<file path="src/hw/axil_pkg.sv">
// AXI4-Lite write-channel widths, payload structs and response codes
`default_nettype none

package axil_pkg;

  //////////////////////////////////////////////////
  // Bus widths
  //////////////////////////////////////////////////

  localparam int unsigned ADDR_W = 32;
  localparam int unsigned DATA_W = 32;

  //////////////////////////////////////////////////
  // Channel payloads
  //////////////////////////////////////////////////

  // Write address channel, awprot fixed to zero at the slave
  typedef struct packed {
    logic [ADDR_W-1:0] awaddr;
  } axil_aw_t;

  // Write data channel, strobes always all ones
  typedef struct packed {
    logic [DATA_W-1:0] wdata;
  } axil_w_t;

  //////////////////////////////////////////////////
  // Response codes
  //////////////////////////////////////////////////

  // Bit 1 set means the write failed
  typedef enum logic [1:0] {
    OKAY   = 2'b00,
    EXOKAY = 2'b01,
    SLVERR = 2'b10,
    DECERR = 2'b11
  } axil_resp_e;

endpackage : axil_pkg

`default_nettype wire

</file>
<file path="src/hw/dma_cfg_pkg.sv">
// MM2S DMA register map, command table constants, frame size and FSM states
`default_nettype none

package dma_cfg_pkg;

  import axil_pkg::*;

  //////////////////////////////////////////////////
  // Register map
  //////////////////////////////////////////////////

  // DMA register block in the AXI-Lite address map
  localparam logic [31:0] DMA_BASE        = 32'h4040_0000;

  // MM2S control register
  localparam logic [31:0] REG_MM2S_DMACR  = 32'h0000_0000;
  // MM2S source address, low word
  localparam logic [31:0] REG_MM2S_SA     = 32'h0000_0018;
  // MM2S transfer length, write starts the transfer
  localparam logic [31:0] REG_MM2S_LENGTH = 32'h0000_0028;

  //////////////////////////////////////////////////
  // Command data
  //////////////////////////////////////////////////

  // RS in bit 0, IOC_IrqEn in bit 12
  localparam logic [31:0] DMACR_RUN_IRQ   = 32'h0000_1001;
  // Frame buffer in DDR
  localparam logic [31:0] FRAME_BUF_ADDR  = 32'h1000_0000;
  // Bytes per frame
  localparam logic [31:0] FRAME_BYTES     = 32'h0000_4000;

  // Three writes per run
  localparam int unsigned NUM_CMDS = 3;
  localparam int unsigned STEP_W   = 2;

  // Stream tlast count at end of frame
  localparam logic [15:0] FRAME_TLAST_COUNT = 16'd8;

  //////////////////////////////////////////////////
  // Types
  //////////////////////////////////////////////////

  // One register write, aw in the upper half
  typedef struct packed {
    axil_aw_t aw;
    axil_w_t  w;
  } dma_cmd_t;

  typedef enum logic [1:0] {
    IDLE       = 2'd0,
    ISSUE      = 2'd1,
    WAIT_RESP  = 2'd2,
    WAIT_FRAME = 2'd3
  } prog_state_e;

endpackage : dma_cfg_pkg

`default_nettype wire

</file>
<file path="src/hw/axil_hold_reg.sv">
// Valid/ready holding register for one AXI channel payload
`default_nettype none
`timescale 1ns/1ps

module axil_hold_reg #(
  parameter type payload_t = logic [31:0]
) (
  input  logic     m_axi_aclk,
  input  logic     m_axi_aresetn,
  // Load side
  input  logic     i_load,
  input  payload_t i_payload,
  // Channel side
  output payload_t o_payload,
  output logic     o_valid,
  input  logic     i_ready
);

  logic handshake;

  // Beat accepted by the slave this cycle
  assign handshake = o_valid & i_ready;

  // Valid flag, the only control state here
  always_ff @(posedge m_axi_aclk or negedge m_axi_aresetn) begin
    if (!m_axi_aresetn) begin
      o_valid <= 1'b0;
    end else if (i_load) begin
      o_valid <= 1'b1;
    end else if (handshake) begin
      // Drops on the cycle after the handshake
      o_valid <= 1'b0;
    end
  end

  // Payload register
  always_ff @(posedge m_axi_aclk) begin
    if (i_load) begin
      o_payload <= i_payload;
    end
  end

  //////////////////////////////////////////////////
  // Checks
  //////////////////////////////////////////////////

  // Slave stalls, payload must not move
  a_hold_stable : assert property (
    @(posedge m_axi_aclk) disable iff (!m_axi_aresetn)
    (o_valid && !i_ready) |=> (o_valid && $stable(o_payload))
  );

  // Upstream waits for the response, so a load never overlaps a pending beat
  a_no_load_busy : assert property (
    @(posedge m_axi_aclk) disable iff (!m_axi_aresetn)
    i_load |-> !o_valid
  );

endmodule : axil_hold_reg

`default_nettype wire

</file>
<file path="src/hw/dma_cmd_table.sv">
// Register-write command table for DMA programming, indexed by step
`default_nettype none
`timescale 1ns/1ps

module dma_cmd_table
  import axil_pkg::*, dma_cfg_pkg::*;
(
  input  logic [STEP_W-1:0] i_step,
  output dma_cmd_t          o_cmd
);

  // Step order: control, source address, length
  // Length goes last since that write kicks off the transfer
  always_comb begin
    case (i_step)
      2'd0: begin
        // Run plus completion interrupt
        o_cmd.aw = axil_aw_t'(DMA_BASE + REG_MM2S_DMACR);
        o_cmd.w  = axil_w_t'(DMACR_RUN_IRQ);
      end
      2'd1: begin
        // Frame buffer start
        o_cmd.aw = axil_aw_t'(DMA_BASE + REG_MM2S_SA);
        o_cmd.w  = axil_w_t'(FRAME_BUF_ADDR);
      end
      2'd2: begin
        // Byte count
        o_cmd.aw = axil_aw_t'(DMA_BASE + REG_MM2S_LENGTH);
        o_cmd.w  = axil_w_t'(FRAME_BYTES);
      end
      default: begin
        // Unused step, never loaded
        o_cmd.aw = axil_aw_t'('0);
        o_cmd.w  = axil_w_t'('0);
      end
    endcase
  end

endmodule : dma_cmd_table

`default_nettype wire

</file>
<file path="src/hw/dma_step_counter.sv">
// Command step counter advanced by accepted write responses
`default_nettype none
`timescale 1ns/1ps

module dma_step_counter
  import dma_cfg_pkg::*;
(
  input  logic              m_axi_aclk,
  input  logic              m_axi_aresetn,
  // Run control
  input  logic              i_clear,
  input  logic              i_resp_fire,
  // Step index to the table
  output logic [STEP_W-1:0] o_step,
  output logic              o_last_step
);

  // High on the final table entry
  assign o_last_step = (o_step == STEP_W'(NUM_CMDS - 1));

  //////////////////////////////////////////////////
  // Counter
  //////////////////////////////////////////////////

  always_ff @(posedge m_axi_aclk or negedge m_axi_aresetn) begin
    if (!m_axi_aresetn) begin
      o_step <= '0;
    end else if (i_clear) begin
      // New run restarts the table
      o_step <= '0;
    end else if (i_resp_fire && !o_last_step) begin
      o_step <= o_step + 1'b1;
    end
    // Last response leaves the index parked until the next clear
  end

  //////////////////////////////////////////////////
  // Checks
  //////////////////////////////////////////////////

  // Clear wins over a response, so the two never share a cycle
  a_resp_not_on_clear : assert property (
    @(posedge m_axi_aclk) disable iff (!m_axi_aresetn)
    i_resp_fire |-> !i_clear
  );

endmodule : dma_step_counter

`default_nettype wire

</file>
<file path="src/hw/dma_prog_fsm.sv">
// Start synchronizers, edge detect, run FSM, sticky error flag and done interrupt
`default_nettype none
`timescale 1ns/1ps

module dma_prog_fsm
  import axil_pkg::*, dma_cfg_pkg::*;
(
  input  logic        m_axi_aclk,
  input  logic        m_axi_aresetn,
  // Asynchronous start levels
  input  logic        i_frame_start,
  input  logic        i_start_input_gpio,
  // Write response
  input  logic        i_resp_fire,
  input  axil_resp_e  i_resp,
  input  logic        i_last_step,
  // Stream side tlast count
  input  logic [15:0] i_tlast_cnt,
  // To step counter and hold registers
  output logic        o_clear,
  output logic        o_load,
  // Status
  output logic        o_dma_done_irq,
  output logic        o_write_error
);

  // Bit 0 frame start, bit 1 gpio start
  // Stages 0 and 1 synchronize, stage 2 holds the previous level
  logic [2:0][1:0] start_pipe;
  logic [1:0]      start_rise;
  logic            start_edge;

  prog_state_e state_q;
  prog_state_e state_d;

  //////////////////////////////////////////////////
  // Start synchronizers and edge detect
  //////////////////////////////////////////////////

  always_ff @(posedge m_axi_aclk or negedge m_axi_aresetn) begin
    if (!m_axi_aresetn) begin
      start_pipe <= '0;
    end else begin
      start_pipe <= {start_pipe[1:0], {i_start_input_gpio, i_frame_start}};
    end
  end

  assign start_rise = start_pipe[1] & ~start_pipe[2];
  // Either source launches a run
  assign start_edge = |start_rise;

  //////////////////////////////////////////////////
  // Run FSM
  //////////////////////////////////////////////////

  always_comb begin
    state_d = state_q;
    case (state_q)
      // Edges outside IDLE are dropped
      IDLE:       if (start_edge) state_d = ISSUE;
      // One cycle in which the hold registers load
      ISSUE:      state_d = WAIT_RESP;
      WAIT_RESP: begin
        if (i_resp_fire) begin
          state_d = i_last_step ? WAIT_FRAME : ISSUE;
        end
      end
      WAIT_FRAME: if (i_tlast_cnt == FRAME_TLAST_COUNT) state_d = IDLE;
      default:    state_d = IDLE;
    endcase
  end

  // Step counter restarts as the run leaves IDLE
  assign o_clear = (state_q == IDLE) && start_edge;

  always_ff @(posedge m_axi_aclk or negedge m_axi_aresetn) begin
    if (!m_axi_aresetn) begin
      state_q        <= IDLE;
      o_load         <= 1'b0;
      o_dma_done_irq <= 1'b0;
      o_write_error  <= 1'b0;
    end else begin
      state_q <= state_d;
      // Registered, so it lines up with the first ISSUE cycle
      o_load  <= (state_d == ISSUE);
      // Single pulse as WAIT_FRAME exits on the matching count
      o_dma_done_irq <= (state_q == WAIT_FRAME) && (i_tlast_cnt == FRAME_TLAST_COUNT);
      // Sticky error until the next start clears it
      if (o_clear) begin
        o_write_error <= 1'b0;
      end else if (i_resp_fire && (i_resp inside {SLVERR, DECERR})) begin
        o_write_error <= 1'b1;
      end
    end
  end

  //////////////////////////////////////////////////
  // Checks
  //////////////////////////////////////////////////

  // Only one write in flight, so its response arrives in WAIT_RESP
  a_resp_in_wait : assert property (
    @(posedge m_axi_aclk) disable iff (!m_axi_aresetn)
    i_resp_fire |-> (state_q == WAIT_RESP)
  );

endmodule : dma_prog_fsm

`default_nettype wire

</file>
<file path="src/hw/dma_axil_master.sv">
// AXI4-Lite write master top level for MM2S DMA programming
`default_nettype none
`timescale 1ns/1ps

module dma_axil_master
  import axil_pkg::*, dma_cfg_pkg::*;
(
  input  logic              m_axi_aclk,
  input  logic              m_axi_aresetn,
  // Write address channel
  output logic [ADDR_W-1:0] o_m_axi_awaddr,
  output logic              o_m_axi_awvalid,
  input  logic              i_m_axi_awready,
  // Write data channel
  output logic [DATA_W-1:0] o_m_axi_wdata,
  output logic              o_m_axi_wvalid,
  input  logic              i_m_axi_wready,
  // Write response channel
  input  logic [1:0]        i_m_axi_bresp,
  input  logic              i_m_axi_bvalid,
  output logic              o_m_axi_bready,
  // Run control and status
  input  logic              i_frame_start,
  input  logic              i_start_input_gpio,
  input  logic [15:0]       i_cnt_m_axis_mm2s_tlast_pos,
  output logic              o_dma_done_irq,
  output logic              o_write_error
);

  logic              clear;
  logic              load;
  logic              resp_fire;
  logic              last_step;
  logic [STEP_W-1:0] step;
  dma_cmd_t          cmd;
  axil_aw_t          aw_q;
  axil_w_t           w_q;

  //////////////////////////////////////////////////
  // Write response channel
  //////////////////////////////////////////////////

  // Responses always accepted once out of reset
  always_ff @(posedge m_axi_aclk or negedge m_axi_aresetn) begin
    if (!m_axi_aresetn) begin
      o_m_axi_bready <= 1'b0;
    end else begin
      o_m_axi_bready <= 1'b1;
    end
  end

  assign resp_fire = o_m_axi_bready & i_m_axi_bvalid;

  // Sequencing
  dma_prog_fsm fsm_i (
    .m_axi_aclk         (m_axi_aclk),
    .m_axi_aresetn      (m_axi_aresetn),
    .i_frame_start      (i_frame_start),
    .i_start_input_gpio (i_start_input_gpio),
    .i_resp_fire        (resp_fire),
    .i_resp             (axil_resp_e'(i_m_axi_bresp)),
    .i_last_step        (last_step),
    .i_tlast_cnt        (i_cnt_m_axis_mm2s_tlast_pos),
    .o_clear            (clear),
    .o_load             (load),
    .o_dma_done_irq     (o_dma_done_irq),
    .o_write_error      (o_write_error)
  );

  dma_step_counter step_i (
    .m_axi_aclk    (m_axi_aclk),
    .m_axi_aresetn (m_axi_aresetn),
    .i_clear       (clear),
    .i_resp_fire   (resp_fire),
    .o_step        (step),
    .o_last_step   (last_step)
  );

  dma_cmd_table table_i (
    .i_step (step),
    .o_cmd  (cmd)
  );

  //////////////////////////////////////////////////
  // AW and W channel sources
  //////////////////////////////////////////////////

  axil_hold_reg #(.payload_t(axil_aw_t)) aw_hold (
    .m_axi_aclk    (m_axi_aclk),
    .m_axi_aresetn (m_axi_aresetn),
    .i_load        (load),
    .i_payload     (cmd.aw),
    .o_payload     (aw_q),
    .o_valid       (o_m_axi_awvalid),
    .i_ready       (i_m_axi_awready)
  );

  axil_hold_reg #(.payload_t(axil_w_t)) w_hold (
    .m_axi_aclk    (m_axi_aclk),
    .m_axi_aresetn (m_axi_aresetn),
    .i_load        (load),
    .i_payload     (cmd.w),
    .o_payload     (w_q),
    .o_valid       (o_m_axi_wvalid),
    .i_ready       (i_m_axi_wready)
  );

  assign o_m_axi_awaddr = aw_q.awaddr;
  assign o_m_axi_wdata  = w_q.wdata;

endmodule : dma_axil_master

`default_nettype wire

</file>
<file path="config.mk">
export PLATFORM = sky130hd
export DESIGN_NAME = dma_axil_master
export DESIGN_NICKNAME = d
export VERILOG_FILES = /design/src/hw/axil_pkg.sv /design/src/hw/dma_cfg_pkg.sv /design/src/hw/axil_hold_reg.sv /design/src/hw/dma_cmd_table.sv /design/src/hw/dma_step_counter.sv /design/src/hw/dma_prog_fsm.sv /design/src/hw/dma_axil_master.sv
export SDC_FILE = /design/constraint.sdc
export NUM_CORES = 1
export LEC_CHECK = 0
export BUFFER_PORTS_ARGS = -buffer_cell sky130_fd_sc_hd__buf_2
export CAP_MARGIN = 40
export CORE_MARGIN = 5
export CORE_UTILIZATION = 43
export CTS_CLUSTER_SIZE = 30
export DETAILED_ROUTE_END_ITERATION = 7
export PLACE_DENSITY = 0.84
export SLEW_MARGIN = 15
export SYNTH_ARGS = -nofsm -noshare
export SYNTH_HDL_FRONTEND = slang
export SYNTH_SLANG_ARGS = --single-unit
</file>
<file path="constraint.sdc">
create_clock -name m_axi_aclk -period 3.7 [get_ports m_axi_aclk]
set_input_delay 0.37 -clock m_axi_aclk [delete_from_list [all_inputs] [get_ports m_axi_aclk]]
set_output_delay 0.37 -clock m_axi_aclk [all_outputs]
set_load 0.05 [all_outputs]
</file>
; ---- After elaboration in Yosys (flattened, before gate mapping)
; Index checks and enable logic that the tools add are counted.
[op_classes]
addsub = 1
n_eq_ne = 9
mux = 14
bitwise = 5
n_reduce_logical = 13
[ops]
columns = op, n
row1 = $pmux W63 S3, 1
row2 = $eq A16 B4 Y1 const B, 1
row3 = $mux W2, 6
row4 = $eq A2 B2 Y1 const B, 5
row5 = $reduce_bool A2 Y1, 5
row6 = $pmux W2 S4, 1
row7 = $eq A2 B1 Y1 const B, 3
row8 = $mux W1, 6
row9 = $logic_and A1 B1 Y1, 4
row10 = $logic_not A2 Y1, 2
row11 = $and A1 B1 Y1, 3
row12 = $add A2 B1 Y2 const B, 1
row13 = $and A2 B2 Y2, 1
row14 = $not A2 Y2, 1
row15 = $reduce_or A2 Y1, 1
row16 = $logic_not A1 Y1, 1
[totals]
ff_bits = 80
input_bits = 25
out_inout_bits = 69
elab_cells = 55

; ---- Depth between registers and ports, before layout
; Gate-level depths: netlist of run 1.
[depth]
word_depth = 6
mapped_depth = 5
ltp_nobuf = 5

; ---- By module
; From an unflattened synthesis of run 1, not the netlist that was laid out.
[unflattened]
cells_unflattened = 182
area_unflattened_um2 = 3099.2
[modules_own_cells]
columns = mod, instances, cells_each, area_per_inst_um2, seq_area_each_um2
row1 = axil_hold_reg, 2, 35, 997.2, 985.9
row2 = dma_cmd_table, 1, 67, 508.0, 0.0
row3 = dma_prog_fsm, 1, 31, 431.7, 275.3
row4 = dma_step_counter, 1, 11, 130.1, 50.0
row5 = dma_axil_master, 1, 3, 35.0, 25.0

; ---- Worst setup path after synthesis of run 1
; Ideal clock, no wire load.
[synth_timing]
path_type = register to output
start = register aw_hold.o_payload[22] (netlist name)
end = output o_m_axi_awaddr[30]
arrival_time_ns = 0.904
t_required_ns = 3.330
path_slack_ns = 2.426
path_stages_with_launch = 2
n_path_buf = 1
cell_sequence = edfxtp_1 > buf_4
[synth_lines]
columns = element, line_no
row1 = end: declaration, dma_axil_master.sv:11  ; output logic [ADDR_W-1:0] o_m_axi_awaddr,

; ---- Final worst setup path of run 1
[layout_timing]
start = register o_m_axi_bready
end = output o_m_axi_bready
[layout_lines]
columns = element, line_no
row1 = start: declaration, dma_axil_master.sv:21  ; output logic o_m_axi_bready,
row2 = start signal: assignment, dma_axil_master.sv:46  ; o_m_axi_bready <= 1'b0;
row3 = start signal: assignment, dma_axil_master.sv:48  ; o_m_axi_bready <= 1'b1;
; No word-level cell between the ends.

==> results of run 1 <==
==> sequential cells by signal, summed over array words and instances, names as in the netlist <==
name,flops
aw_hold.o_payload,4
fsm_i.o_write_error,1
aw_hold.o_valid,1
o_m_axi_bready,1
w_hold.o_payload,1
step_i.o_step,2
fsm_i.o_load,1
fsm_i.state_q,2
w_hold.o_valid,1
fsm_i.start_pipe,6
fsm_i.o_dma_done_irq,1
==> power groups by stage <==
stage                     sequential, mW  combinational (mW)  clock [mW]
after floorplan                    0.450               0.292           0
after global routing               0.367               0.433       0.124
after global placement             0.355               0.397           0
final                              0.352               0.402       0.105
after CTS                          0.354               0.406       0.112
after detailed placement           0.359               0.404           0
==> synthesized netlist by cell type, drive strengths merged <==
cell type | instances | area share
inv | 5 | 0.015
edfxtp | 5 | 0.12
conb | 2 | 0.0060
o21ai | 1 | 0.0040
nor4b | 1 | 0.0070
o211ai | 1 | 0.0060
nor2 | 4 | 0.012
ha | 5 | 0.050
dfrtp | 16 | 0.32
o21a | 1 | 0.0060
nor4 | 3 | 0.015
xnor2 | 1 | 0.0070
nand4b | 2 | 0.014
and4 | 1 | 0.0070
a31oi | 2 | 0.0099
nand2 | 1 | 0.0030
a21oi | 2 | 0.0080
mux2i | 1 | 0.0080
nor2b | 2 | 0.0099
and3 | 1 | 0.0050
buf | 59 | 0.35
nand3b | 1 | 0.0060
a21o | 2 | 0.012
==> kinds of logic (layout without fill, tap and decap cells) <==
group,count (synthesis),in the layout
AOI/OAI and AO/OA,9,9
xor gates and xnor gates,1,1
adders and majority gates,5,5
buffers and inverters,64,47
DFF,21,21
muxes,1,1
other,2,56
and+or+nand+nor,16,16
==> per-layer routing <==
metal | part of all wire | vias to the layer above
met1 | 0.32 | 317
met5 | 0 | -
li1 | - | 350
met4 | 0 | 0
met3 | 0.17 | 0
met2 | 0.51 | 50
==> worst max path at each step <==
stage / from / end / depth (start not counted)
after global routing: o_m_axi_bready / o_m_axi_bready / 1
after floorplan: aw_hold.o_payload[22] / o_m_axi_awaddr[30] / 1
after CTS: o_m_axi_bready / o_m_axi_bready / 1
final: o_m_axi_bready / o_m_axi_bready / 1
after detailed placement: step_i.o_step[0] / fsm_i.state_q[1] / 5
after global placement: i_cnt_m_axis_mm2s_tlast_pos[5] / fsm_i.state_q[0] / 4
==> final cells by class <==
type	count	area, um^2
clock buffers	3	22.5
inverters	5	18.8
repair buffers	38	195
multi-input cells	88	448
fillers	269	1500
well taps	31	38.8
flip-flops and latches	21	551
clock inverters	1	5.00
==> results.py, run 1 <==
metrics = {
    "logic_synthesis": {
        "ys_ff_latch": 21,
        "synth_cells": 119,
        "synth_compound_area_frac": 0.0458,
        "synth_top_family_by_area": "buffers and inverters",
        "synth_xor_area_frac": 0.00697,
        "ys_types": 23,
        "seq_area_frac_synth": 0.438,
        "synth.mux.area_fraction": 0.00796,
        "syn_area_per_cell_um2": 10.6,
        "synthSimpleGateAreaFrac": 0.0786,
        "synth_fa_ha_area_frac": 0.0498,
        "yosysWarnings": 0,
        "syn_area_um2": 1260,
    },
    "global_routing": {
        "grtUsageMet3": 0.0385,
        "grt_use_met1": 0.0962,
        "grt_usage": 0.0797,
        "antenna_found_initial": 0,
        "grt_pass1_wl_mm": 2.64,
        "gr-max-usage-layer": "met2",
        "grtUsageMet2": 0.133,
        "grt_pass1_vias": 590,
        "grt_max_degree": 17,
        "grt_overflow": 0,
    },
    "sta": {
        "slew_viol_final": 0,
        "hold_viol": 0,
        "final-setup-viol-count": 0,
        "finalClockSkew_ns": 0.00809,
        "max_freq_ghz": 0.725,
        "tns_ns": 0,
        "hold_ws_ns": 0.174,
        "post-route-period-util": 0.373,
        "fin_crit_ns": 1.38,
        "setup_slack_ns": 2.32,
        "grt_setup_unrepaired": "no",
    },
    "power": {
        "p_comb_frac": 0.468,
        "p_clk_frac": 0.122,
        "power_frac_seq": 0.410,
        "cellLeakagePower_nw": 0.722,
        "power.internal_mw": 0.429,
        "vdd_drop_max_mv": 0.486,
        "p_switching_mw": 0.430,
        "swShare": 0.501,
        "power-per-cell-area_nw_per_um2": 672,
        "power_mw": 0.859,
    },
    "final_layout": {
        "area_growth_pct": 1.69,
        "stdcell_area_um2": 1280,
        "final_cells": 187,
        "post-route-util": 0.460,
        "n_antenna_cell": 0,
        "layout.nets": 187,
        "drive_above_1_share": 0.263,
        "layout_common_cells": "conb_1, buf_2, dfrtp_1",
        "final_common_cell": "conb_1",
    },
    "placed_design": {
        "dp_hpwl_mm": 1.55,
        "placedCellCount": 182,
        "gp_congestion": 0.783,
        "io_buffers": 37,
        "postPlaceCellArea_um2": 1240,
        "pre_cts_slack_ns": 2.41,
    },
    "drt": {
        "vias_per_cell": 3.83,
        "ant_nets": 0,
        "drt_wl_total_mm": 1.79,
        "drc": 0,
        "dr_total_vias": 717,
        "drt_iter0_drc": 8,
        "firstDrtPassIters": 4,
        "routedWlPerCell_um": 9.55,
    },
    "cts": {
        "postCtsResizedCells": 0,
        "insertion_delay_ns": 0.30,
        "root_buffer": "clkbuf_4",
        "cts_num_sinks": 21,
        "cts_inserted_buffers": 3,
        "cts.clk_slew.worst_paths_ns": 0.10,
        "cts_setup_buffers": 0,
        "clock_path_buffers": 2,
        "htreeDepth": 1,
        "hold_buffers": 1,
        "cts_tree": "yes",
    },
    "critical_path": {
        "critPathCaptureType": "output pin",
        "cp_max_fo": 5,
        "r2r-end": "fsm_i.state_q[1]",
        "start_kind": "flop",
        "required_ns": 3.33,
        "cpMaxStageDelayCell": "dfrtp_1",
        "crit_family": "flip-flops",
        "cp.buffers_inverters": 1,
        "crit_type": "flop to output pin",
        "slowest_delay_ns": 0.43,
        "path_cells": "buf_2",
        "rrSetupSlack_ns": 2.42,
        "worst-r2r-cell-count": 5,
        "crit_arrival_ns": 1.01,
        "reg2reg_from": "step_i.o_step[0]",
    },
    "die": {
        "die_h_um": 64.1,
        "fp-row-count": 19,
        "die_width_um": 64.1,
        "initial_core_util": 0.452,
        "core_um2": 2780,
        "dieArea_um2": 4110,
        "ios": 94,
    },
    "status": {
        "status": "completed",
    },
    "flow_run": {
        "maxCapViolCount": 0,
    },
    "min_path": {
        "worstHoldStart": "i_frame_start",
        "min_path_cells": 1,
        "hold_path_class": "input port to flop",
        "hold_path_end": "fsm_i.start_pipe[0]",
    },
}
Note: power is estimated with default switching activity, not from simulation.
==> run 2: changes to the inputs <==
- ABC_AREA: unset -> 1
- CORE_UTILIZATION: 43 -> 36
- PLACE_DENSITY: 0.84 -> 0.74
- clock period: 3.7 -> 1.2 ns (I/O delays scaled with it)
==> results.py, run 2 <==
metrics = {
    "final_layout": {
        "n_antenna_cell": 0,
        "final_common_cell": "conb_1",
        "largestRegisters": "fsm_i.start_pipe: 6 flops, aw_hold.o_payload: 4 flops",
        "stdcell_area_um2": 1390,
        "post-route-util": 0.408,
        "layout.nets": 216,
        "final_cells": 231,
        "largest_reg_flops": 6,
        "area_growth_pct": 7.12,
        "drive_above_1_share": 0.265,
        "nFillCells": 373,
        "layout_common_cells": "conb_1, buf_2, inv_1, dfrtp_1, nand2_1",
        "regMostFlops": "fsm_i.start_pipe",
    },
    "power": {
        "power_mw": 2.72,
        "p_clk_frac": 0.119,
        "p_switching_mw": 1.36,
        "p_comb_frac": 0.495,
        "power.internal_mw": 1.36,
        "power-per-cell-area_nw_per_um2": 1950,
        "cellLeakagePower_nw": 0.802,
        "power_frac_seq": 0.386,
        "swShare": 0.501,
        "vdd_drop_max_mv": 0.913,
    },
    "sta": {
        "hold_viol": 0,
        "tns_ns": 0,
        "finalClockSkew_ns": 0.00458,
        "setup_slack_ns": 0.0565,
        "final-setup-viol-count": 0,
        "post-route-period-util": 0.953,
        "hold_ws_ns": 0.0148,
        "grt_setup_unrepaired": "yes",
        "slew_viol_final": 0,
        "fin_crit_ns": 1.14,
        "max_freq_ghz": 0.874,
    },
    "critical_path": {
        "worst-r2r-cell-count": 7,
        "reg2reg_from": "step_i.o_step[0]",
        "crit_arrival_ns": 1.34,
        "cp_max_fo": 5,
        "required_ns": 1.40,
        "r2r-end": "fsm_i.o_load",
        "crit_path_end": "fsm_i.o_load",
        "crit_type": "flop to flop",
        "start_kind": "flop",
        "critPathLaunch": "step_i.o_step[0]",
        "rrSetupSlack_ns": 0.06,
        "critPathCaptureType": "flop",
    },
    "drt": {
        "dr_total_vias": 795,
        "firstDrtPassIters": 4,
        "drc": 0,
        "ant_nets": 0,
        "drt_iter0_drc": 20,
        "drt_wl_total_mm": 1.89,
        "vias_per_cell": 3.44,
        "routedWlPerCell_um": 8.17,
    },
    "logic_synthesis": {
        "ys_top_cells_by_area": "buf_4, dfrtp_1, edfxtp_1",
        "synth_cells": 143,
        "synth_async_sr_flop_share": 0.762,
        "synth_common_cells": "buf_4, inv_1, dfrtp_1, nand2_1, nor2_1",
        "ys_ff_latch": 21,
        "syn_area_um2": 1300,
        "synth-main-ff-cell": "dfrtp_1",
        "synthMostInstantiatedCell": "buf_4",
        "syn_area_per_cell_um2": 9.09,
        "synth_top_area_share": 0.341,
        "synth.largest_area_cell": "buf_4",
        "ys_types": 16,
        "seq_area_frac_synth": 0.423,
        "yosysWarnings": 0,
        "synth_edf_count": 5,
    },
    "die": {
        "dieArea_um2": 4910,
        "initial_core_util": 0.381,
        "die_width_um": 70.1,
        "die_h_um": 70.1,
        "ios": 94,
        "core_um2": 3420,
        "fp-row-count": 21,
    },
    "cts": {
        "insertion_delay_ns": 0.29,
        "cts_tree": "yes",
        "cts_inserted_buffers": 3,
        "cts.clk_slew.worst_paths_ns": 0.10,
        "htreeDepth": 1,
        "cts_num_sinks": 21,
        "clock_path_buffers": 2,
        "root_buffer": "clkbuf_4",
    },
    "placed_design": {
        "io_buffers": 37,
        "pre_cts_slack_ns": 0.0634,
        "placedCellCount": 222,
        "dp_hpwl_mm": 1.61,
        "gp_congestion": 0.733,
        "postPlaceCellArea_um2": 1310,
    },
    "global_routing": {
        "grt_max_degree": 17,
        "grt_pass1_wl_mm": 2.86,
        "grt_usage": 0.0701,
        "grt_overflow": 0,
        "grt_pass1_vias": 673,
        "antenna_found_initial": 0,
    },
    "min_path": {
        "min_path_cells": 2,
        "hold_path_class": "input port to flop",
    },
    "status": {
        "status": "completed",
    },
    "flow_run": {
        "maxCapViolCount": 0,
    },
}
[run 2: cell count changes after synthesis, moves of 2 or more]
cell,previous run,this run
inv_1,5,17
o21ai_0,1,5
nand2_1,1,14
nor4_1,3,0
a21o_1,2,0
a31oi_1,2,0
nor2_2,0,3
nor2_1,4,10
nor2b_1,2,0
nand4b_1,2,0
[run 2: what timing repair did]
action                                  CTS  global route
buffers inserted                          0             1
hold buffers                              3             1
resized for setup                         0             3
endpoints found under the hold margin    18             1
endpoints found under the setup margin    0             4
[run 2: cells by family (layout without fill, tap and decap cells)]
family | count (synthesis) | in the layout | synth area share
fa+ha+maj | 5 | 5 | 0.0481
flops | 21 | 21 | 0.423
compound gates | 9 | 9 | 0.0366
buf+inv | 76 | 64 | 0.390
simple gates | 30 | 30 | 0.0962
other cells | 2 | 56 | 0.00578
[run 2: final cells by class]
cell class | count | area (um^2) | share of cell area
clock buffer | 4 | 26.3 | 0.0189
inverter | 17 | 63.8 | 0.0458
multi-input combinational | 100 | 453 | 0.325
sequential | 21 | 552 | 0.396
tap | 46 | 57.6 | 0.0413
timing repair buffer | 43 | 240 | 0.173
[run 2: worst min path at each step]
stage	startpoint	to	slack [ns]
2_1_floorplan	m_axi_aresetn	aw_hold.o_valid	-0.18
3_3_place_gp	m_axi_aresetn	fsm_i.start_pipe[1]	0.04
3_5_place_dp	m_axi_aresetn	fsm_i.start_pipe[0]	0.05
4_1_cts	i_m_axi_awready	aw_hold.o_valid	0.01
5_1_grt	i_m_axi_awready	aw_hold.o_valid	0.002
6_report	i_m_axi_awready	aw_hold.o_valid	0.01
[run 2: per-layer routing]
layer	wire [um]	vias to the layer above	track usage
met5	0	-	0
met4	0	0	0.00638
met3	297	0	0.0330
met2	941	53	0.130
met1	649	341	0.0743
li1	-	401	-
[run 2: worst max-delay path: stages, from the launching register on]
cell,delay (ns)
dfrtp_1,0.40
inv_2,0.08
ha_2,0.20
nor2_4,0.05
o21bai_1,0.13
nand2_1,0.08
nand2_1,0.07
inv_1,0.04
[run 2: power groups by stage]
stage	Sequential, mW	Clock (mW)	Combinational, mW
6_report	1.05	0.324	1.35
5_1_grt	1.07	0.389	1.45
4_1_cts	1.05	0.340	1.31
3_5_place_dp	1.06	0	1.30
3_3_place_gp	1.06	0	1.27
2_1_floorplan	1.34	0	0.940
==> run 3: changes to the inputs <==
- BUFFER_PORTS_ARGS: -buffer_cell sky130_fd_sc_hd__buf_2 -> unset
- CORE_UTILIZATION: 36 -> 45
- DONT_BUFFER_PORTS: unset -> 1
- PLACE_DENSITY: 0.74 -> 0.61
==> results.py, run 3 (same netlist as run 2, synthesis figures left out) <==
metrics = {
    "drt": {
        "dr_total_vias": 705,
        "drt_wl_total_mm": 1.89,
        "vias_per_cell": 3.75,
        "drt_iter0_drc": 3,
        "drc": 0,
        "ant_nets": 0,
        "firstDrtPassIters": 2,
        "routedWlPerCell_um": 10.0,
    },
    "final_layout": {
        "layout.nets": 188,
        "layout_common_cells": "conb_1, inv_1, dfrtp_1, nand2_1",
        "nFillCells": 273,
        "largest_reg_flops": 6,
        "multi_input_area_um2": 453,
        "final_common_cell": "conb_1",
        "stdcell_area_um2": 1260,
        "area_growth_pct": -3.18,
        "regMostFlops": "fsm_i.start_pipe",
        "drive_above_1_share": 0.127,
        "regArea_um2": 552,
        "largestRegisters": "fsm_i.start_pipe: 6 flops, aw_hold.o_payload: 4 flops",
        "n_antenna_cell": 0,
    },
    "cts": {
        "root_buffer": "clkbuf_4",
        "clock_path_buffers": 2,
        "cts.clk_slew.worst_paths_ns": 0.12,
        "htreeDepth": 1,
        "cts_inserted_buffers": 3,
        "insertion_delay_ns": 0.30,
        "cts_tree": "yes",
        "cts_num_sinks": 21,
    },
    "critical_path": {
        "cpMaxStageDelayCell": "dfrtp_1",
        "crit_type": "flop to flop",
        "cp_max_fo": 5,
        "slowest_delay_ns": 0.41,
        "start_kind": "flop",
        "required_ns": 1.41,
        "critPathCaptureType": "flop",
        "rrSetupSlack_ns": 0.06,
        "cpMostUsedCell": "nand2_1",
        "path_cells": "inv_2 -> ha_2 -> nor2_4 -> o21bai_1 -> nand2_1 -> nand2_1 -> inv_1",
        "crit_arrival_ns": 1.35,
    },
    "die": {
        "core_um2": 2760,
        "fp-row-count": 19,
        "die_h_um": 63.8,
        "die_width_um": 63.8,
        "dieArea_um2": 4060,
        "ios": 94,
        "initial_core_util": 0.471,
    },
    "placed_design": {
        "postPlaceCellArea_um2": 1170,
        "io_buffers": 0,
        "dp_hpwl_mm": 1.54,
        "gp_congestion": 0.729,
    },
    "sta": {
        "final-setup-viol-count": 0,
        "fin_crit_ns": 1.14,
        "max_slew.worst_pin.slew_ns": 0.707,
        "hold_viol": 0,
        "max_freq_ghz": 0.878,
        "finalClockSkew_ns": 0.00765,
        "slew_viol_final": 0,
        "slew_headroom": 0.527,
        "grt_setup_unrepaired": "yes",
        "post-route-period-util": 0.949,
    },
    "power": {
        "power_mw": 2.70,
        "swShare": 0.503,
        "power_frac_seq": 0.402,
        "p_clk_frac": 0.124,
        "cellLeakagePower_nw": 0.697,
        "vdd_drop_max_mv": 1.23,
        "p_switching_mw": 1.36,
        "power-per-cell-area_nw_per_um2": 2140,
        "p_comb_frac": 0.474,
        "power.internal_mw": 1.34,
    },
    "global_routing": {
        "grt_pass1_wl_mm": 2.70,
        "grt_usage": 0.0823,
        "grt_pass1_vias": 638,
        "grt_overflow": 0,
        "antenna_found_initial": 0,
        "grt_max_degree": 17,
    },
    "flow_run": {
        "maxCapViolCount": 0,
    },
    "min_path": {
        "hold_path_class": "input port to flop",
    },
    "status": {
        "status": "completed",
    },
}
## run 3: cell count changes in the layout (fill, tap and decap cells not counted), sizes merged
cell / before / now
buf: 39 / 10
dlygate4sd3: 4 / 5
## run 3: critical path: cells and delay by family (launching register included)
family                   cells  cell delay, ns
flip-flops                   1            0.41
buffers and inverters        2            0.11
AND/OR/NAND/NOR              3            0.20
AO/OA/AOI/OAI                1            0.13
adder cells (fa/ha/maj)      1            0.20
## run 3: metal layers
metal,GRT usage,up-vias,wire length (um)
li1,-,342,-
met1,0.0901,319,573
met2,0.143,44,1050
met3,0.0315,0,263
met4,0.0312,0,0
met5,0,-,0
## run 3: layout make-up
| type | count | area share |
|---|---|---|
| Sequential cell | 21 | 0.438 |
| Tap cell | 31 | 0.0308 |
| Inverter | 17 | 0.0507 |
| Clock buffer | 4 | 0.0209 |
| Multi-Input combinational cell | 100 | 0.360 |
| Timing Repair Buffer | 15 | 0.0994 |
## run 3: through the flow
stage	cells	hold WS (ns)	TNS, ns	util	worst slack, ns
6_report	188	0.0738	0	0.456	0.0615
5_1_grt	188	0.0802	-0.0250	0.456	-0.0250
4_1_cts	187	0.0611	0	0.451	0.0152
3_5_place_dp	178	-0.175	0	0.423	0.0435
3_3_place_gp	178	-0.175	0	0.423	0.105
2_1_floorplan	197	-0.176	0	-	0.0968
## run 3: path summary, 6_finish.rpt
check | from | end | depth (start not counted)
max reg2reg | step_i.o_step[0] | fsm_i.o_load | 7
min in group asynchronous | m_axi_aresetn | fsm_i.o_write_error | 1
max | step_i.o_step[0] | fsm_i.o_load | 7
max in group asynchronous | m_axi_aresetn | o_m_axi_bready | 1
min reg2reg | fsm_i.start_pipe[0] | fsm_i.start_pipe[2] | 0
min | i_m_axi_bresp[1] | fsm_i.o_write_error | 4
## run 3: power by group through the flow
stage,registers [mW],logic (mW),clock network [mW]
detailed placement,1.10,1.22,0
finish,1.08,1.28,0.335
global placement,1.09,1.20,0
CTS,1.09,1.25,0.347
floorplan,1.34,0.940,0
global route,1.11,1.39,0.382
## run 3: timing repair
action                     in CTS  in global routing
gates resized for setup         0                  3
setup endpoints to repair       0                  4
hold buffers                    5                  0
hold endpoints to repair       20                  0
setup buffers                   0                  1
